<file path="src/verilog/csr_pkg.sv">
// Machine-mode CSR fields needed by the next-PC unit only; remote and trace are the sole interrupt sources
`default_nettype none

package csr_pkg;

  // mstatus, interrupt enable bits only
  typedef struct packed {
    logic mie;
    logic mpie;
  } csr_mstatus_s;

  // Layout shared by mie and mip
  typedef struct packed {
    logic remote;
    logic trace;
  } csr_interrupt_vector_s;

  // Cause of a taken interrupt
  typedef enum logic [1:0] {
    intr_none   = 2'd0,
    intr_remote = 2'd1,
    intr_trace  = 2'd2
  } intr_cause_e;

endpackage

`default_nettype wire

</file>
<file path="src/verilog/pc_pkg.sv">
// Next-PC source encoding and pipeline control bits; the source order is also the priority order
`default_nettype none

package pc_pkg;

  // Next-PC sources, highest priority first
  // src_seq must stay last, the counters index by this order
  typedef enum logic [3:0] {
    src_reset           = 4'd0,
    src_icache_miss     = 4'd1,
    src_interrupt       = 4'd2,
    src_mret            = 4'd3,
    src_br_mispredict   = 4'd4,
    src_jalr_mispredict = 4'd5,
    src_take_br         = 4'd6,
    src_take_jump       = 4'd7,
    src_seq             = 4'd8
  } pc_src_e;

  // Number of next-PC sources
  localparam int pc_src_count_lp = 9;

  // Width of every coverage counter
  localparam int cov_cnt_width_lp = 16;

  // Decode stage control
  // pred_taken is the static prediction hint carried in the instruction
  typedef struct packed {
    logic is_branch_op;
    logic is_jal_op;
    logic is_jalr_op;
    logic pred_taken;
  } decode_s;

  // Execute stage control
  typedef struct packed {
    logic is_branch_op;
    logic is_jalr_op;
    logic is_mret_op;
    logic pred_taken;
    // Fetch of this instruction missed in the icache
    logic icache_miss;
  } exe_s;

endpackage

`default_nettype wire
</file>
<file path="src/verilog/pc_unit_top.sv">
// Next-PC unit top; every input is a level sampled at each rising clk_i and boot_pc_p/intr_vector_p are word indices
`timescale 1ns/10ps
`default_nettype none

module pc_unit_top
  #(parameter int          icache_tag_width_p = 10
   ,parameter int          icache_entries_p   = 64
   ,parameter int unsigned boot_pc_p          = 32'h0000
   ,parameter int unsigned intr_vector_p      = 32'h0010
   ,localparam int icache_addr_width_lp =
      (icache_entries_p > 1) ? $clog2(icache_entries_p) : 1
   ,localparam int pc_width_lp = icache_tag_width_p + icache_addr_width_lp
  )
  (input  logic                                  clk_i
  ,input  logic                                  rst_i
  ,input  logic                                  hold_down_i

  ,input  pc_pkg::decode_s                       decode_i
  ,input  logic [pc_width_lp-1:0]                decode_target_i

  ,input  pc_pkg::exe_s                          exe_i
  ,input  logic [pc_width_lp-1:0]                exe_pc_plus1_i
  ,input  logic [pc_width_lp-1:0]                exe_pred_or_jump_addr_i

  ,input  logic                                  mem_icache_miss_i
  ,input  logic                                  wb_icache_miss_i
  ,input  logic [pc_width_lp-1:0]                wb_pc_i

  ,input  logic                                  alu_jump_now_i
  ,input  logic [pc_width_lp-1:0]                alu_jalr_addr_i

  ,input  csr_pkg::csr_mstatus_s                 mstatus_i
  ,input  csr_pkg::csr_interrupt_vector_s        mie_i
  ,input  csr_pkg::csr_interrupt_vector_s        mip_i
  ,input  logic [pc_width_lp-1:0]                mepc_i

  ,input  logic                                  cov_en_i
  ,input  pc_pkg::pc_src_e                       cov_sel_i

  ,output logic [pc_width_lp-1:0]                pc_o
  ,output pc_pkg::pc_src_e                       pc_src_o
  ,output logic                                  redirect_o
  ,output csr_pkg::intr_cause_e                  interrupt_cause_o
  ,output logic [pc_pkg::cov_cnt_width_lp-1:0]   cov_count_o
  ,output logic [pc_pkg::cov_cnt_width_lp-1:0]   cov_conflict_o
  );

  import pc_pkg::*;
  import csr_pkg::*;

  // Redirect bundle
  logic                   interrupt_ready;
  intr_cause_e            intr_cause;
  logic                   mret;
  logic                   br_mispredict;
  logic [pc_width_lp-1:0] br_recover_addr;
  logic                   jalr_mispredict;
  logic                   take_br;
  logic                   take_jump;

  // Unregistered winner, for the counters
  pc_src_e                pc_src_next;

  pc_redirect_detect
    #(.icache_tag_width_p (icache_tag_width_p)
     ,.icache_entries_p   (icache_entries_p)
    )
    i_detect
    (.decode_i                (decode_i)
    ,.exe_i                   (exe_i)
    ,.exe_pc_plus1_i          (exe_pc_plus1_i)
    ,.exe_pred_or_jump_addr_i (exe_pred_or_jump_addr_i)
    ,.alu_jump_now_i          (alu_jump_now_i)
    ,.alu_jalr_addr_i         (alu_jalr_addr_i)
    ,.mem_icache_miss_i       (mem_icache_miss_i)
    ,.wb_icache_miss_i        (wb_icache_miss_i)
    ,.mstatus_i               (mstatus_i)
    ,.mie_i                   (mie_i)
    ,.mip_i                   (mip_i)
    ,.interrupt_ready_o       (interrupt_ready)
    ,.intr_cause_o            (intr_cause)
    ,.mret_o                  (mret)
    ,.br_mispredict_o         (br_mispredict)
    ,.br_recover_addr_o       (br_recover_addr)
    ,.jalr_mispredict_o       (jalr_mispredict)
    ,.take_br_o               (take_br)
    ,.take_jump_o             (take_jump)
    );

  pc_next_sel
    #(.icache_tag_width_p (icache_tag_width_p)
     ,.icache_entries_p   (icache_entries_p)
     ,.boot_pc_p          (boot_pc_p)
     ,.intr_vector_p      (intr_vector_p)
    )
    i_next_sel
    (.clk_i             (clk_i)
    ,.rst_i             (rst_i)
    ,.hold_down_i       (hold_down_i)
    ,.wb_icache_miss_i  (wb_icache_miss_i)
    ,.wb_pc_i           (wb_pc_i)
    ,.interrupt_ready_i (interrupt_ready)
    ,.intr_cause_i      (intr_cause)
    ,.mret_i            (mret)
    ,.br_mispredict_i   (br_mispredict)
    ,.br_recover_addr_i (br_recover_addr)
    ,.jalr_mispredict_i (jalr_mispredict)
    ,.take_br_i         (take_br)
    ,.take_jump_i       (take_jump)
    ,.mepc_i            (mepc_i)
    ,.alu_jalr_addr_i   (alu_jalr_addr_i)
    ,.decode_target_i   (decode_target_i)
    ,.pc_src_next_o     (pc_src_next)
    ,.pc_o              (pc_o)
    ,.pc_src_o          (pc_src_o)
    ,.redirect_o        (redirect_o)
    ,.interrupt_cause_o (interrupt_cause_o)
    );

  pc_cov_counters i_cov
    (.clk_i             (clk_i)
    ,.rst_i             (rst_i)
    ,.cov_en_i          (cov_en_i)
    ,.pc_src_next_i     (pc_src_next)
    ,.hold_down_i       (hold_down_i)
    ,.wb_icache_miss_i  (wb_icache_miss_i)
    ,.interrupt_ready_i (interrupt_ready)
    ,.mret_i            (mret)
    ,.br_mispredict_i   (br_mispredict)
    ,.jalr_mispredict_i (jalr_mispredict)
    ,.take_br_i         (take_br)
    ,.take_jump_i       (take_jump)
    ,.cov_sel_i         (cov_sel_i)
    ,.cov_count_o       (cov_count_o)
    ,.cov_conflict_o    (cov_conflict_o)
    );

endmodule

`default_nettype wire

</file>
<file path="src/verilog/pc_cov_counters.sv">
// Counters saturate at all ones and only move while cov_en_i is high; a cov_sel_i past src_seq reads zero
`timescale 1ns/10ps
`default_nettype none

module pc_cov_counters
  (input  logic                                   clk_i
  ,input  logic                                   rst_i
  ,input  logic                                   cov_en_i

  // Winning source this cycle
  ,input  pc_pkg::pc_src_e                        pc_src_next_i

  // Raw conditions, in priority order
  ,input  logic                                   hold_down_i
  ,input  logic                                   wb_icache_miss_i
  ,input  logic                                   interrupt_ready_i
  ,input  logic                                   mret_i
  ,input  logic                                   br_mispredict_i
  ,input  logic                                   jalr_mispredict_i
  ,input  logic                                   take_br_i
  ,input  logic                                   take_jump_i

  // Readout
  ,input  pc_pkg::pc_src_e                        cov_sel_i
  ,output logic [pc_pkg::cov_cnt_width_lp-1:0]    cov_count_o
  ,output logic [pc_pkg::cov_cnt_width_lp-1:0]    cov_conflict_o
  );

  import pc_pkg::*;

  logic [cov_cnt_width_lp-1:0] src_cnt_r [pc_src_count_lp];
  logic [7:0]                  cond_vec;
  logic                        conflict;

  assign cond_vec = {hold_down_i, wb_icache_miss_i, interrupt_ready_i, mret_i,
                     br_mispredict_i, jalr_mispredict_i, take_br_i, take_jump_i};

  // Clearing the lowest set bit leaves something only if two or more were set
  assign conflict = |(cond_vec & (cond_vec - 8'd1));

  // One counter per source, indexed by the enum value
  always_ff @(posedge clk_i) begin
    if (rst_i) begin
      for (int i = 0; i < pc_src_count_lp; i++) begin
        src_cnt_r[i] <= '0;
      end
    end else if (cov_en_i) begin
      for (int i = 0; i < pc_src_count_lp; i++) begin
        if ((int'(pc_src_next_i) == i) && (src_cnt_r[i] != '1)) begin
          src_cnt_r[i] <= src_cnt_r[i] + 1'b1;
        end
      end
    end
  end

  // Cycles where the priority order decided between competing conditions
  always_ff @(posedge clk_i) begin
    if (rst_i) begin
      cov_conflict_o <= '0;
    end else if (cov_en_i && conflict && (cov_conflict_o != '1)) begin
      cov_conflict_o <= cov_conflict_o + 1'b1;
    end
  end

  always_comb begin
    if (int'(cov_sel_i) < pc_src_count_lp) begin
      cov_count_o = src_cnt_r[cov_sel_i];
    end else begin
      cov_count_o = '0;
    end
  end

endmodule

`default_nettype wire

</file>
<file path="src/verilog/pc_next_sel.sv">
// Fixed-priority next-PC choice with a one-cycle registered PC; no stall input, a new PC is taken every cycle
`timescale 1ns/10ps
`default_nettype none

module pc_next_sel
  #(parameter int          icache_tag_width_p = 10
   ,parameter int          icache_entries_p   = 64
   ,parameter int unsigned boot_pc_p          = 0
   ,parameter int unsigned intr_vector_p      = 0
   ,localparam int icache_addr_width_lp =
      (icache_entries_p > 1) ? $clog2(icache_entries_p) : 1
   ,localparam int pc_width_lp = icache_tag_width_p + icache_addr_width_lp
  )
  (input  logic                       clk_i
  ,input  logic                       rst_i

  // Highest priority conditions
  ,input  logic                       hold_down_i
  ,input  logic                       wb_icache_miss_i
  ,input  logic [pc_width_lp-1:0]     wb_pc_i

  // Redirect bundle
  ,input  logic                       interrupt_ready_i
  ,input  csr_pkg::intr_cause_e       intr_cause_i
  ,input  logic                       mret_i
  ,input  logic                       br_mispredict_i
  ,input  logic [pc_width_lp-1:0]     br_recover_addr_i
  ,input  logic                       jalr_mispredict_i
  ,input  logic                       take_br_i
  ,input  logic                       take_jump_i

  // Targets
  ,input  logic [pc_width_lp-1:0]     mepc_i
  ,input  logic [pc_width_lp-1:0]     alu_jalr_addr_i
  ,input  logic [pc_width_lp-1:0]     decode_target_i

  ,output pc_pkg::pc_src_e            pc_src_next_o
  ,output logic [pc_width_lp-1:0]     pc_o
  ,output pc_pkg::pc_src_e            pc_src_o
  ,output logic                       redirect_o
  ,output csr_pkg::intr_cause_e       interrupt_cause_o
  );

  import pc_pkg::*;
  import csr_pkg::*;

  localparam logic [pc_width_lp-1:0] boot_pc_lp     = pc_width_lp'(boot_pc_p);
  localparam logic [pc_width_lp-1:0] intr_vector_lp = pc_width_lp'(intr_vector_p);

  logic [pc_width_lp-1:0] pc_plus1;
  logic [pc_width_lp-1:0] pc_next;
  logic                   redirect_next;

  // Wraps at the PC width
  assign pc_plus1 = pc_o + 1'b1;

  // Priority chain, first true condition wins
  always_comb begin
    pc_src_next_o = src_seq;
    pc_next       = pc_plus1;
    if (hold_down_i) begin
      pc_src_next_o = src_reset;
      pc_next       = boot_pc_lp;
    end else if (wb_icache_miss_i) begin
      // Refetch the instruction that missed
      pc_src_next_o = src_icache_miss;
      pc_next       = wb_pc_i;
    end else if (interrupt_ready_i) begin
      pc_src_next_o = src_interrupt;
      pc_next       = intr_vector_lp;
    end else if (mret_i) begin
      pc_src_next_o = src_mret;
      pc_next       = mepc_i;
    end else if (br_mispredict_i) begin
      pc_src_next_o = src_br_mispredict;
      pc_next       = br_recover_addr_i;
    end else if (jalr_mispredict_i) begin
      pc_src_next_o = src_jalr_mispredict;
      pc_next       = alu_jalr_addr_i;
    end else if (take_br_i) begin
      pc_src_next_o = src_take_br;
      pc_next       = decode_target_i;
    end else if (take_jump_i) begin
      pc_src_next_o = src_take_jump;
      pc_next       = decode_target_i;
    end
  end

  // Sources that flush younger work in the pipe
  always_comb begin
    case (pc_src_next_o)
      src_icache_miss,
      src_interrupt,
      src_mret,
      src_br_mispredict,
      src_jalr_mispredict: redirect_next = 1'b1;
      default:             redirect_next = 1'b0;
    endcase
  end

  always_ff @(posedge clk_i) begin
    if (rst_i) begin
      pc_o              <= boot_pc_lp;
      pc_src_o          <= src_reset;
      redirect_o        <= 1'b0;
      interrupt_cause_o <= intr_none;
    end else begin
      pc_o              <= pc_next;
      pc_src_o          <= pc_src_next_o;
      redirect_o        <= redirect_next;
      // cause only means something when the interrupt actually won
      interrupt_cause_o <= (pc_src_next_o == src_interrupt) ? intr_cause_i : intr_none;
    end
  end

endmodule

`default_nettype wire

</file>
<file path="src/verilog/pc_redirect_detect.sv">
// Purely combinational; addresses are word indices of the PC width, exe_pc_plus1_i must already hold exe PC plus one
`timescale 1ns/10ps
`default_nettype none

module pc_redirect_detect
  #(parameter int icache_tag_width_p = 10
   ,parameter int icache_entries_p   = 64
   ,localparam int icache_addr_width_lp =
      (icache_entries_p > 1) ? $clog2(icache_entries_p) : 1
   ,localparam int pc_width_lp = icache_tag_width_p + icache_addr_width_lp
  )
  (// Decode stage
   input  pc_pkg::decode_s                  decode_i

  // Execute stage
  ,input  pc_pkg::exe_s                     exe_i
  ,input  logic [pc_width_lp-1:0]           exe_pc_plus1_i
  ,input  logic [pc_width_lp-1:0]           exe_pred_or_jump_addr_i

  // ALU resolution of the exe instruction
  ,input  logic                             alu_jump_now_i
  ,input  logic [pc_width_lp-1:0]           alu_jalr_addr_i

  // Icache misses further down the pipe
  ,input  logic                             mem_icache_miss_i
  ,input  logic                             wb_icache_miss_i

  // Machine mode CSRs
  ,input  csr_pkg::csr_mstatus_s            mstatus_i
  ,input  csr_pkg::csr_interrupt_vector_s   mie_i
  ,input  csr_pkg::csr_interrupt_vector_s   mip_i

  // Redirect bundle
  ,output logic                             interrupt_ready_o
  ,output csr_pkg::intr_cause_e             intr_cause_o
  ,output logic                             mret_o
  ,output logic                             br_mispredict_o
  ,output logic [pc_width_lp-1:0]           br_recover_addr_o
  ,output logic                             jalr_mispredict_o
  ,output logic                             take_br_o
  ,output logic                             take_jump_o
  );

  import csr_pkg::*;

  logic remote_ready;
  logic trace_ready;
  logic icache_miss_in_flight;
  logic br_under_predict;
  logic br_over_predict;

  // Enabled and pending, per source
  assign remote_ready = mie_i.remote & mip_i.remote;
  assign trace_ready  = mie_i.trace & mip_i.trace;

  // A miss anywhere from exe to wb will refetch, so hold interrupts off
  assign icache_miss_in_flight = exe_i.icache_miss | mem_icache_miss_i | wb_icache_miss_i;

  assign interrupt_ready_o = mstatus_i.mie
                           & (remote_ready | trace_ready)
                           & ~icache_miss_in_flight;

  // Remote has precedence over trace
  always_comb begin
    if (!interrupt_ready_o) begin
      intr_cause_o = intr_none;
    end else if (remote_ready) begin
      intr_cause_o = intr_remote;
    end else begin
      intr_cause_o = intr_trace;
    end
  end

  assign mret_o = exe_i.is_mret_op;

  // Taken but predicted not taken
  assign br_under_predict = exe_i.is_branch_op & alu_jump_now_i & ~exe_i.pred_taken;
  // predicted taken, fell through
  assign br_over_predict  = exe_i.is_branch_op & exe_i.pred_taken & ~alu_jump_now_i;

  assign br_mispredict_o = br_under_predict | br_over_predict;

  // Under-predict goes to the branch target, over-predict back to the fall-through
  assign br_recover_addr_o = br_under_predict ? exe_pred_or_jump_addr_i : exe_pc_plus1_i;

  // Decode guessed a jalr target; the ALU has the real one
  assign jalr_mispredict_o = exe_i.is_jalr_op
                           & (alu_jalr_addr_i != exe_pred_or_jump_addr_i);

  // Early redirects from decode
  assign take_br_o   = decode_i.is_branch_op & decode_i.pred_taken;
  assign take_jump_o = decode_i.is_jal_op | decode_i.is_jalr_op;

endmodule

`default_nettype wire

</file>
<file path="config.mk">
export PLATFORM = sky130hd
export DESIGN_NAME = pc_unit_top
export DESIGN_NICKNAME = d
export VERILOG_FILES = /design/src/verilog/csr_pkg.sv /design/src/verilog/pc_pkg.sv /design/src/verilog/pc_unit_top.sv /design/src/verilog/pc_cov_counters.sv /design/src/verilog/pc_next_sel.sv /design/src/verilog/pc_redirect_detect.sv
export SDC_FILE = /design/constraint.sdc
export NUM_CORES = 1
export LEC_CHECK = 0
export ABC_CLOCK_PERIOD_IN_PS = 4100
export BUFFER_PORTS_ARGS = -buffer_cell sky130_fd_sc_hd__buf_2
export CAP_MARGIN = 20
export CORE_ASPECT_RATIO = 0.75
export CORE_MARGIN = 3
export CORE_UTILIZATION = 45
export DETAILED_ROUTE_END_ITERATION = 16
export PLACE_DENSITY = 0.65
export SLEW_MARGIN = 40
export SYNTH_ARGS = -nofsm -noshare
export SYNTH_HDL_FRONTEND = slang
export SYNTH_HIERARCHICAL = 1
export SYNTH_SLANG_ARGS = --single-unit
</file>
<file path="constraint.sdc">
create_clock -name clk_i -period 4.1 [get_ports clk_i]
set_input_delay 0.205 -clock clk_i [delete_from_list [all_inputs] [get_ports clk_i]]
set_output_delay 0.205 -clock clk_i [all_outputs]
set_load 0.02 [all_outputs]
</file>
======== After elaboration in Yosys (flattened, before gate mapping) ========
Memories as Yosys holds them, arrays and structs flattened.
Index checks and enable logic that the tools add are counted.
cells by class
  $lt $le $gt $ge ......................... 1
  reductions and logical operators ........ 16
  equality and inequality tests ........... 24
  bitwise gates (word level) .............. 30
  multiplexer cells ....................... 66
  $add $sub $neg .......................... 12
operator list
  cell                                                count
  2-to-1 mux 16 bit                                   18
  adder 16 x 1 -> 16 bit (second input constant)      11
  inequality test 16 bit (second input constant)      10
  2-to-1 mux 1 bit                                    39
  2-to-1 mux 4 bit                                    8
  == test 4 bit (second input constant)               5
  == test 4 x 3 -> 1 bit (second input constant)      4
  inequality test 16 bit                              1
  bitwise OR 1 bit                                    14
  == test 4 x 2 -> 1 bit (second input constant)      3
  logical AND 1 bit                                   11
  AND 1 bit                                           10
  AND 8 bit                                           1
  OR reduction 8 bit                                  1
  subtractor 8 x 1 -> 8 bit (second input constant)   1
  NOT 1 bit                                           5
  OR reduction 5 bit                                  1
  == test 4 x 1 -> 1 bit (second input constant)      1
  logical NOT 4 bit                                   1
  less-than comparator 4 bit (second input constant)  1
  OR reduction 3 bit                                  1
  2-to-1 mux 2 bit                                    1
  OR reduction 2 bit                                  1
word-level totals
  output and inout bits ................... 55
  memory bits (writable) .................. 144
  memories kept ........................... 1
  logic and storage cells ................. 155
  register bits after elaboration ......... 39
  input bits .............................. 122
memories
  name             words  bits a word  rd ports  clocked after Yosys merged registers in  wr ports  RTL line               RTL
  i_cov.src_cnt_r  9      16           10        0                                        9         pc_cov_counters.sv:31  logic [cov_cnt_width_lp-1:0] src_cnt_r [pc_src_count_lp];

======== Logic depth before layout (Yosys ltp) ========
Gate-level depths: netlist of run 1.
  depth after elaboration ................. 16
  mapped depth ............................ 16
  depth with buffers taken out ............ 12

======== By module ========
Netlist of run 1, hierarchy kept.
modules (own cells, without submodules)
  module              sequential area each (sq um)  times used  area an instance (sq um)  cells an instance
  pc_cov_counters     4644.5                        1           9519.1                    897
  pc_next_sel         460.4                         1           1814.2                    229
  pc_redirect_detect  0.0                           1           456.7                     50

======== Least setup slack after synthesis of run 1 ========
No wires, ideal clock.
  path type ............................... in2reg
  start ................................... input exe_pred_or_jump_addr_i[5]
  end ..................................... memory i_cov.src_cnt_r[4][14], data pin
  library setup time ...................... 254 ps
  data arrival time ....................... 3062 ps
  buffers on the path ..................... 4
  slack ................................... 784 ps
  stages .................................. 16
  cell sequence ........................... xnor2_1 -> nand4_1 -> o41a_1 -> buf_2 -> nor2_1 -> nand2_1 -> nor3_1 -> and4bb_2 -> and3b_1 -> o31a_1 -> nor3_1 -> and4_1 -> buf_4 -> buf_6 -> buf_6 -> nor2_1
RTL lines
  what                RTL line               RTL
  start: declaration  pc_unit_top.sv:23      ,input logic [pc_width_lp-1:0] exe_pred_or_jump_addr_i
  end: declaration    pc_cov_counters.sv:31

==> qor.txt, run 1 <==
flops & latches, synth - 183
first-pass GRT wire length - 52.3 mm
reg2reg path depth - 8
starting density of the core - 46.5%
CTS Buf Count - 17
stages on the worst setup path - 14
initial antenna violation count - 1
layout cells sized above 1 - 22.9%
Non-Filler Instances - 1,690
Pleak - 4.94 nW
CTS Sinks - 183
Critical Path AT - 3590 ps
Mapped Avg Cell Area - 10.0 um^2
syn_nets - 1,309
Critical Path Fanout Max - 18
Crit Path Category - input port to register
Top delay family on crit path - simple AND/OR/NAND/NOR gates
Worst-Skew Late Latency - 440 ps
Port Buffer Count - 175
Async SR Flop Fraction - 0%
clk buf depth - 2
vias in the first global route - 9,065
Hold Crit Depth - 3
Iteration-0 DRC Markers - 1,102
crit-path cells - buf_2, xnor2_1, nand4_1, o41a_1, buf_4, nor3_1, nor3_1, nor4b_1, nand3b_1, a41oi_1, nor4_1, and4_4, buf_4, nor2_1
buffers and inverters on the worst path - 3
Worst EP required - 4390 ps
setup bufs post-CTS - 0
Root Buffer - clkbuf_16
placed cells - 1,656
Initial DRT Pass Iterations - 5
DR DRC count - 0
final wirelength - 33.8 mm
Worst Setup End Kind - register
post-cts sizing count - 0
unrepaired setup endpoints after global routing - false
RD Place Congestion - 0.902
EDFF count, synth - 144
core area - 25,300 um^2
Gate Count Post-Synth - 1,176
fin nets - 1,471
hold slack final - 52.3 ps
VDD IR-drop max - 0.297 mV
Distinct cells, synth - 76
GRT Total Usage - 23.9%
min-delay worst type - input port to register
Final Cycle Share - 80.4%
dpl ws - 462 ps
Row Count - 50
Avg WL per Cell - 20.0 um
CP Launch Type - input port
Worst Clk Skew - 10.2 ps
Max-slew headroom - 45.9%
grt ovf - 0
pwr/cell area - 345 nW/um^2
fmax - 304 MHz
# H-tree levels - 4
Hold Buf Count CTS - 1
Final Setup Violations - 0
Via Count - 10,000
Sequential Area - 5100 um^2
max cap viols - 0
final hold vios - 0
Slew Viols, Final - 0
die width - 193 um
Area growth syn-to-layout - 15.5%
area of the multi-input gates - 6310 um^2
Tightest Pin Transition - 812 ps
Worst Slack Setup Final - 805 ps
# IOs - 177
CTS tree - yes
Largest stage delay, worst path - 560 ps
Setup TNS - 0 ps
Final min period - 3290 ps
Design Power - 0.00469 W
post-route ant nets - 0
Die H - 146 um
clk slew on worst S/H paths - 70 ps
Synth Cell Area - 11,800 um^2
die area - 28,200 um^2
outcome - finished clean
DP Wirelength - 25.8 mm
Filler cells - 2,366
Slowest cell on crit path - nor4b_1
vias per cell - 5.92
register area share after synthesis - 43.3%
largest net degree at the start of global routing - 40
predominant post-synthesis flop cell - edfxtp_1
synthesis warning total - 6
[cell usage in the layout (no fill, tap or decap), types with 25 or more instances in the layout]
cell,count
nand2_1,92
nor3_1,27
xor2_1,70
edfxtp_1,144
buf_2,174
nor2_1,194
mux4_2,32
dfxtp_1,39
inv_1,25
nand4_1,25
nand3_1,74
o21ai_0,26
xnor2_1,80
a21oi_1,27
[per-stage QoR]
step	cell area [um^2]	utilization [%]
floorplan	11800	-
global placement	13000	51.3
detailed placement	13000	51.4
CTS	13600	53.7
global route	13600	53.7
finish	13600	53.7
[report_power, final]
part           internal (W)  leakage [nW]  total (W)  switching (W)
clock network      0.000901         0.276    0.00165       0.000753
registers           0.00214          1.81    0.00230       0.000158
logic              0.000323          2.86   0.000741       0.000417
[cell usage after synthesis (all sizes together), types with 11 or more instances]
cell type / n / area, um^2
clkbuf: 17 / 63.8
nor4: 12 / 96.3
a21oi: 28 / 144
nor2: 194 / 728
nor2b: 20 / 125
or2: 13 / 81.3
xnor2: 80 / 701
and4: 16 / 140
o21ai: 27 / 135
and3: 20 / 125
ha: 11 / 138
mux4: 32 / 721
mux2: 20 / 225
inv: 26 / 97.6
xor2: 70 / 613
nand4: 26 / 169
nor3: 28 / 151
mux2i: 18 / 180
nand3: 75 / 380
edfxtp: 144 / 4320
buf: 36 / 230
nand2: 92 / 345
dfxtp: 39 / 781
[state kept, by name, summed over array words and instances, names as in the netlist]
name and cells:
i_next_sel/pc_src_o 4, i_next_sel/redirect_o 1, i_next_sel/pc_o 16, i_cov/src_cnt_r 144, i_next_sel/interrupt_cause_o 2, i_cov/cov_conflict_o 16
[cell type report]
| cell class | instances | share of cell area [%] |
|---|---|---|
| diodes | 1 | 0.0184 |
| clock inverters | 15 | 1.10 |
| flip-flops and latches | 183 | 37.5 |
| multi-input cells | 914 | 46.3 |
| repair buffers | 196 | 8.14 |
| clock buffers | 17 | 3.12 |
| well taps | 338 | 3.11 |
| inverters | 26 | 0.717 |
[per-layer routing]
layer  share of wire [%]  routed length, um  GRT usage, %
met5                   0                  0             0
met1                  48              16300          38.8
met2                  42              14300          33.1
met3                 8.4               2850          4.44
met4                0.84                283          4.63
[logic make-up (layout without fill, tap and decap cells)]
group / count (synthesis) / count (layout) / synth area share, %
other: 0 / 1 / 0
xor gates and xnor gates: 150 / 150 / 11.1
DFF: 183 / 183 / 43.3
and+or+nand+nor: 539 / 539 / 22.9
adders and majority gates: 11 / 11 / 1.17
AOI/OAI and AO/OA: 144 / 144 / 8.63
muxes: 70 / 70 / 9.55
buffers and inverters: 79 / 254 / 3.32
[path summary, 6_finish.rpt]
path	from	end	slack [ps]
worst min-delay path	wb_pc_i[7]	i_next_sel/pc_o[7]$_SDFF_PP0_	50
worst max-delay path	exe_pred_or_jump_addr_i[3]	i_cov/src_cnt_r[6][6]$_SDFFCE_PN0P_	810
worst min register to register	i_cov/cov_conflict_o[11]$_SDFFE_PP0P_	i_cov/cov_conflict_o[11]$_SDFFE_PP0P_	510
worst max register to register	i_cov/src_cnt_r[2][0]$_SDFFCE_PN0P_	i_cov/src_cnt_r[6][6]$_SDFFCE_PN0P_	970
[tightest hold or removal path: cells and delay by family]
family,cells,cell delay (ps)
buffers and inverters,1,100
and+or+nand+nor,1,70
AOI/OAI and AO/OA,1,60
Note: power is estimated with default switching activity, not from simulation.
==> run 2, diff against run 1 <==
- ABC_CLOCK_PERIOD_IN_PS: 4100 -> 2800
- PLACE_DENSITY: 0.65 -> 0.68
- clock period: 4.1 -> 2.8 ns (I/O delays scaled with it)
==> run 2 against run 1 <==
Against the previous run:
- core utilization up 6.0 points
- critical endpoint is now i_cov/src_cnt_r[5][1]$_SDFFCE_PN0P_
- critical path depth rose by 4
- sequential power increased by 47%
- worst setup slack got worse by 920 ps
- register-to-register slack lost 850 ps
- clock power grew 49%
- the run now ends with negative setup slack left
- combinational power increased by 90%
- die area unchanged
- highest routed layer unchanged
- final area is 11% higher
- sequential share of layout area down 3.7 points
- sequential cell count stayed put
- worst hold slack got worse by 45 ps
==> qor.txt, run 2 (synthesis results as in run 1) <==
Final Setup Violations - 130 (was 0)
hold path start - rst_i (was wb_pc_i[7])
Final Cycle Share - 104%
leading cell types in the layout, fill and taps excluded - nor2_1 (171), buf_2 (166), edfxtp_1 (144) (was nor2_1 (194), buf_2 (174), edfxtp_1 (144))
final hold vios - 0 (unchanged)
commonest non-fill, non-tap cell in the layout - nor2_1 (unchanged)
VDD IR-drop max - 0.433 mV (was 0.297 mV)
CP Launch Type - input port (unchanged)
crit-path cells - buf_2, xnor2_2, nand4_1, o41a_1, nor2_4, buf_6, nand2_4, a211oi_2, buf_4, nor2_4, nand2_2, a41oi_2, nor4_2, and4_4, buf_6, buf_6, clkbuf_16, nor2b_1 (was buf_2, xnor2_1, nand4_1, o41a_1, buf_4, nor3_1, nor3_1, nor4b_1, nand3b_1, a41oi_1, nor4_1, and4_4, buf_4, nor2_1)
Tightest Pin Transition - 814 ps (was 812 ps)
starting density of the core - 46.5% (unchanged)
CTS Buf Count - 17 (unchanged)
Root Buffer - clkbuf_16 (unchanged)
dpl ws - -532 ps (was 462 ps)
fmax - 343 MHz
Critical Path Fanout Max - 6 (was 18)
Hold Crit Depth - 2 (was 3)
final wirelength - 37.0 mm (was 33.8 mm)
Via Count - 10,600 (was 10,000)
Crit Path Category - input port to register (unchanged)
worst hold endpoint - i_next_sel/pc_src_o[1]$_SDFF_PP0_ (was i_next_sel/pc_o[7]$_SDFF_PP0_)
die area - 28,200 um^2 (unchanged)
buffers and inverters on the worst path - 6 (was 3)
GRT Total Usage - 25.1% (was 23.9%)
min-delay worst type - input port to register (unchanged)
Worst-Skew Late Latency - 450 ps (was 440 ps)
number of flip-flops in the largest register - 144 (unchanged)
initial antenna violation count - 0 (was 1)
Most common cell on crit path - buf_6
Row Count - 50 (unchanged)
DR DRC count - 0 (unchanged)
Iteration-0 DRC Markers - 1,110 (was 1,102)
RD Place Congestion - 0.932 (was 0.902)
Die H - 146 um (unchanged)
unrepaired setup endpoints after global routing - true (was false)
fin nets - 1,578 (was 1,471)
Filler cells - 2,113 (was 2,366)
core area - 25,300 um^2 (unchanged)
largest net degree at the start of global routing - 43 (was 40)
clk buf depth - 2 (unchanged)
CTS Sinks - 183 (unchanged)
first-pass GRT wire length - 55.1 mm (was 52.3 mm)
grt ovf - 0 (unchanged)
Worst Setup End Kind - register (unchanged)
die width - 193 um (unchanged)
reg-to-reg slack, setup - 120 ps (was 970 ps)
DP Wirelength - 26.4 mm (was 25.8 mm)
most flop-heavy register - i_cov/src_cnt_r (unchanged)
Layout Utilization - 59.7% (was 53.7%)
violated checks - negative setup slack
Non-Filler Instances - 1,796 (was 1,690)
post-route ant nets - 0 (unchanged)
Port Buffer Count - 175 (unchanged)
top flop regs - i_cov/src_cnt_r x144, i_cov/cov_conflict_o x16, i_next_sel/pc_o x16 (unchanged)
layout cells sized above 1 - 31.4% (was 22.9%)
dpl cell area - 13,700 um^2 (was 13,000 um^2)
ANT cells - 0 (was 1)
Final min period - 2920 ps
Initial DRT Pass Iterations - 6 (was 5)
Worst EP required - 3000 ps (was 4390 ps)
Area growth syn-to-layout - 28.3% (was 15.5%)
Worst Slack Setup Final - -119 ps (was 805 ps)
max cap viols - 0 (unchanged)
reg2reg path depth - 10 (was 8)
Max-slew headroom - 45.7% (was 45.9%)
# H-tree levels - 4 (unchanged)
CTS tree - yes (unchanged)
Pleak - 5.72 nW (was 4.94 nW)
vias per cell - 5.92 (about the same)
Slew Viols, Final - 0 (unchanged)
Avg WL per Cell - 20.6 um (was 20.0 um)
clk slew on worst S/H paths - 70 ps (about the same)
stages on the worst setup path - 18 (was 14)
# IOs - 177 (unchanged)
Worst Clk Skew - 16.1 ps (was 10.2 ps)
vias in the first global route - 9,758 (was 9,065)
Top delay family on crit path - simple AND/OR/NAND/NOR gates (unchanged)
final instance area - 15,100 um^2 (was 13,600 um^2)
Setup TNS - -8880 ps (was 0 ps)
reg2reg start - i_cov/src_cnt_r[8][0]$_SDFFCE_PN0P_ (was i_cov/src_cnt_r[2][0]$_SDFFCE_PN0P_)
Critical R2R Capture - i_cov/src_cnt_r[5][1]$_SDFFCE_PN0P_ (was i_cov/src_cnt_r[6][6]$_SDFFCE_PN0P_)
Slowest cell on crit path - o41a_1 (was nor4b_1)
Largest stage delay, worst path - 550 ps (was 560 ps)
Critical Path AT - 3120 ps (was 3590 ps)
pwr/cell area - 479 nW/um^2 (was 345 nW/um^2)
outcome - finished with violations (was finished clean)
placed cells - 1,729 (was 1,656)
-- run 2: cell types whose count changed in the layout (fill, tap and decap cells not counted), sizes merged --
cell,previous run,this run
clkinvlp,2,1
diode,1,0
clkbuf,17,30
inv,30,31
buf,195,289
dlygate4sd3,1,8
clkinv,7,1
bufinv,2,1
-- run 2: final cells by class --
type	instances	area (um^2)	area share, %
Clock buffer	24	494	3.27
Clock inverter	8	85.1	0.562
Inverter	26	97.6	0.645
Multi-Input combinational cell	914	6650	44.0
Sequential cell	183	5100	33.7
Tap cell	338	423	2.80
Timing Repair Buffer	303	2270	15.0
-- run 2: routing by layer --
layer	up-vias	global-route usage (%)	share of wire [%]
li1	4881	-	-
met1	5227	37.8	44
met2	470	36.0	44
met3	50	6.77	9.8
met4	0	6.11	1.7
met5	-	0	0
-- run 2: worst max path at each step --
stage / startpoint / to / slack, ps
2_1_floorplan: exe_pred_or_jump_addr_i[9] / i_cov/src_cnt_r[6][0]$_SDFFCE_PN0P_ / -140
3_3_place_gp: exe_pred_or_jump_addr_i[7] / i_cov/src_cnt_r[2][2]$_SDFFCE_PN0P_ / -570
3_5_place_dp: exe_pred_or_jump_addr_i[11] / i_cov/src_cnt_r[3][3]$_SDFFCE_PN0P_ / -530
4_1_cts: alu_jalr_addr_i[2] / i_cov/src_cnt_r[5][8]$_SDFFCE_PN0P_ / 20
5_1_grt: alu_jalr_addr_i[1] / i_cov/src_cnt_r[7][10]$_SDFFCE_PN0P_ / -180
6_report: exe_pred_or_jump_addr_i[6] / i_cov/src_cnt_r[5][1]$_SDFFCE_PN0P_ / -120
-- run 2: power breakdown --
part / internal [W] / total, W / switching, W
logic: 0.000687 / 0.00141 / 0.000723
clock network: 0.00135 / 0.00246 / 0.00111
registers: 0.00314 / 0.00338 / 0.000242
-- run 2: metrics by stage --
step	hold WS, ps	power, W
floorplan	212	0.00408
global placement	409	0.00456
detailed placement	418	0.00459
CTS	0.0790	0.00709
global route	14.6	0.00752
finish	7.33	0.00725
-- run 2: timing repair --
| item | CTS | global route |
|---|---|---|
| endpoints found under the setup margin | 118 | 144 |
| hold endpoints to repair | 8 | 0 |
| hold buffers | 8 | 0 |
| buffers inserted | 8 | 10 |
| pin swaps | 9 | 33 |
| cloned | 2 | 7 |
| resized for setup | 12 | 76 |
==> run 3, diff against run 2 <==
- CTS_BUF_LIST: not set -> sky130_fd_sc_hd__clkbuf_8
==> run 3 against run 2 <==
Against the previous run:
- the flow now finishes without violations
- critical path type unchanged
- clock power decreased by 23%
- global-route usage decreased by 0.72 points
- combinational power decreased by 5%
- sequential power about the same
==> qor.txt, run 3 (synthesis results as in run 1) <==
outcome - finished clean (was finished with violations)
part of the power in combinational logic - 20.3% (was 19.5%)
starting density of the core - 46.5% (unchanged)
top flop regs - i_cov/src_cnt_r x144, i_cov/cov_conflict_o x16, i_next_sel/pc_o x16 (unchanged)
die width - 193 um (unchanged)
min-delay worst type - input port to register (unchanged)
CP Launch Type - input port (unchanged)
Sw Share - 29.4% (was 28.6%)
Avg WL per Cell - 20.2 um (was 20.6 um)
Hold Crit Depth - 3 (was 2)
Initial DRT Pass Iterations - 7 (was 6)
Non-Filler Instances - 1,795 (was 1,796)
# H-tree levels - 4 (unchanged)
final hold vios - 0 (unchanged)
placed cells - 1,729 (unchanged)
clock share of power - 28.7% (was 33.9%)
Design Power - 0.00661 W (was 0.00725 W)
clk buf depth - 2 (unchanged)
clk slew on worst S/H paths - 100 ps (was 70 ps)
Iteration-0 DRC Markers - 1,075 (was 1,110)
core area - 25,300 um^2 (unchanged)
CTS Buf Count - 17 (unchanged)
reg2reg path depth - 9 (was 10)
grt ovf - 0 (unchanged)
reg-to-reg slack, setup - 150 ps (was 120 ps)
# IOs - 177 (unchanged)
Largest stage delay, worst path - 550 ps (about the same)
reg2reg start - i_cov/src_cnt_r[8][0]$_SDFFCE_PN0P_ (unchanged)
Worst Clk Skew - 30.0 ps (was 16.1 ps)
initial antenna violation count - 0 (unchanged)
ANT cells - 0 (unchanged)
CTS tree - yes (unchanged)
VDD IR-drop max - 0.298 mV (was 0.433 mV)
unrepaired setup endpoints after global routing - true (unchanged)
Final Setup Violations - 0 (was 130)
DR DRC count - 0 (unchanged)
Port Buffer Count - 175 (unchanged)
sequential share of power - 51.0% (was 46.6%)
internal power - 0.00467 W (was 0.00517 W)
commonest non-fill, non-tap cell in the layout - nor2_1 (unchanged)
worst hold endpoint - i_next_sel/pc_o[6]$_SDFF_PP0_ (was i_next_sel/pc_src_o[1]$_SDFF_PP0_)
Row Count - 50 (unchanged)
Setup TNS - 0 ps (was -8880 ps)
DP Wirelength - 26.4 mm (unchanged)
Area growth syn-to-layout - 25.4% (was 28.3%)
final wirelength - 36.2 mm (was 37.0 mm)
Root Buffer - clkbuf_8 (was clkbuf_16)
CTS Sinks - 183 (unchanged)
number of flip-flops in the largest register - 144 (unchanged)
Pleak - 5.62 nW (was 5.72 nW)
Slowest cell on crit path - o41a_1 (unchanged)
GRT Total Usage - 24.4% (was 25.1%)
Crit Path Category - input port to register (unchanged)
max cap viols - 0 (unchanged)
largest net degree at the start of global routing - 49 (was 43)
crit-path cells - buf_4, xnor2_2, nand4_1, o41a_1, nor2_4, nand2_4, nor3_4, and4bb_2, nand2_2, a31oi_4, nor4_2, and4_4, buf_12, clkbuf_16, nor2_1 (was buf_2, xnor2_2, nand4_1, o41a_1, nor2_4, buf_6, nand2_4, a211oi_2, buf_4, nor2_4, nand2_2, a41oi_2, nor4_2, and4_4, buf_6, buf_6, clkbuf_16, nor2b_1)
most flop-heavy register - i_cov/src_cnt_r (unchanged)
Final Cycle Share - 99.6% (was 104%)
Tightest Pin Transition - 789 ps (was 814 ps)
switching power total - 0.00194 W (was 0.00208 W)
Critical R2R Capture - i_cov/src_cnt_r[1][0]$_SDFFCE_PN0P_ (was i_cov/src_cnt_r[5][1]$_SDFFCE_PN0P_)
Max-slew headroom - 47.4% (was 45.7%)
die area - 28,200 um^2 (unchanged)
layout cells sized above 1 - 29.4% (was 31.4%)
hold path start - wb_pc_i[6] (was rst_i)
Filler cells - 2,173 (was 2,113)
Critical Path Fanout Max - 10 (was 6)
fmax - 359 MHz (was 343 MHz)
Via Count - 10,600 (about the same)
post-route ant nets - 0 (unchanged)
pwr/cell area - 447 nW/um^2 (was 479 nW/um^2)
first-pass GRT wire length - 53.9 mm (was 55.1 mm)
RD Place Congestion - 0.932 (unchanged)
Die H - 146 um (unchanged)
vias in the first global route - 9,625 (was 9,758)
Slew Viols, Final - 0 (unchanged)
Worst EP required - 3030 ps (was 3000 ps)
vias per cell - 5.88 (was 5.92)
Final min period - 2790 ps (was 2920 ps)
Worst Setup End Kind - register (unchanged)
fin nets - 1,577 (was 1,578)
Critical Path AT - 3020 ps (was 3120 ps)
leading cell types in the layout, fill and taps excluded - nor2_1 (188), buf_2 (169), edfxtp_1 (144) (was nor2_1 (171), buf_2 (166), edfxtp_1 (144))
Worst-Skew Late Latency - 490 ps (was 450 ps)
run 3: worst max-delay path: cells and delay by family:
| kind | cells | cell delay, ps |
|---|---|---|
| AO/OA/AOI/OAI | 2 | 590 |
| XOR/XNOR | 1 | 150 |
| buffers and inverters | 3 | 450 |
| AND/OR/NAND/NOR | 9 | 1670 |
run 3: metal layers:
metal	global-route usage (%)	vias up	routed length, um
li1	-	4854	-
met1	37.4	5166	16300
met2	34.6	481	15500
met3	6.43	50	3770
met4	5.38	0	574
met5	0	-	0
run 3: per-stage QoR:
stage / hold slack (ps) / setup slack (ps) / cell area [um^2] / util, %
floorplan: 212 / -137 / 11900 / -
global placement: 409 / -574 / 13700 / 54.2
detailed placement: 418 / -532 / 13700 / 54.2
CTS: 1.57 / 12.9 / 14300 / 56.5
global route: 11.5 / -42.1 / 14800 / 58.3
finish: 43.7 / 11.3 / 14800 / 58.3
run 3: area by class of cell:
type	instances	area, um^2	share of cell area [%]
multi-input cells	914	6540	44.3
flip-flops and latches	183	5100	34.5
repair buffers	302	2210	15.0
well taps	338	423	2.86
clock buffers	17	234	1.58
clock inverters	15	164	1.11
inverters	26	97.6	0.660
run 3: worst max-delay path by stage:
stage                                startpoint                                   end  slack, ps
finish               exe_pred_or_jump_addr_i[1]   i_cov/src_cnt_r[1][0]$_SDFFCE_PN0P_         10
global route         exe_pred_or_jump_addr_i[1]  i_cov/src_cnt_r[6][11]$_SDFFCE_PN0P_        -40
CTS                  exe_pred_or_jump_addr_i[3]   i_cov/src_cnt_r[3][3]$_SDFFCE_PN0P_         10
detailed placement  exe_pred_or_jump_addr_i[11]   i_cov/src_cnt_r[3][3]$_SDFFCE_PN0P_       -530
global placement     exe_pred_or_jump_addr_i[7]   i_cov/src_cnt_r[2][2]$_SDFFCE_PN0P_       -570
floorplan            exe_pred_or_jump_addr_i[9]   i_cov/src_cnt_r[6][0]$_SDFFCE_PN0P_       -140
run 3: what timing repair did:
item                                   CTS  global route
pin swaps                                3             5
setup endpoints to repair               30           174
resized for setup                        0            43
cloned                                   0            10
hold buffers                            18             0
endpoints found under the hold margin   15             0
setup buffers                            1             5
run 3: power groups by stage:
stage               Combinational, W  Clock, W  Sequential [W]
finish                       0.00134   0.00189         0.00337
global route                 0.00144   0.00205         0.00340
CTS                          0.00119   0.00194         0.00336
detailed placement           0.00117         0         0.00342
global placement             0.00114         0         0.00341
floorplan                   0.000718         0         0.00336
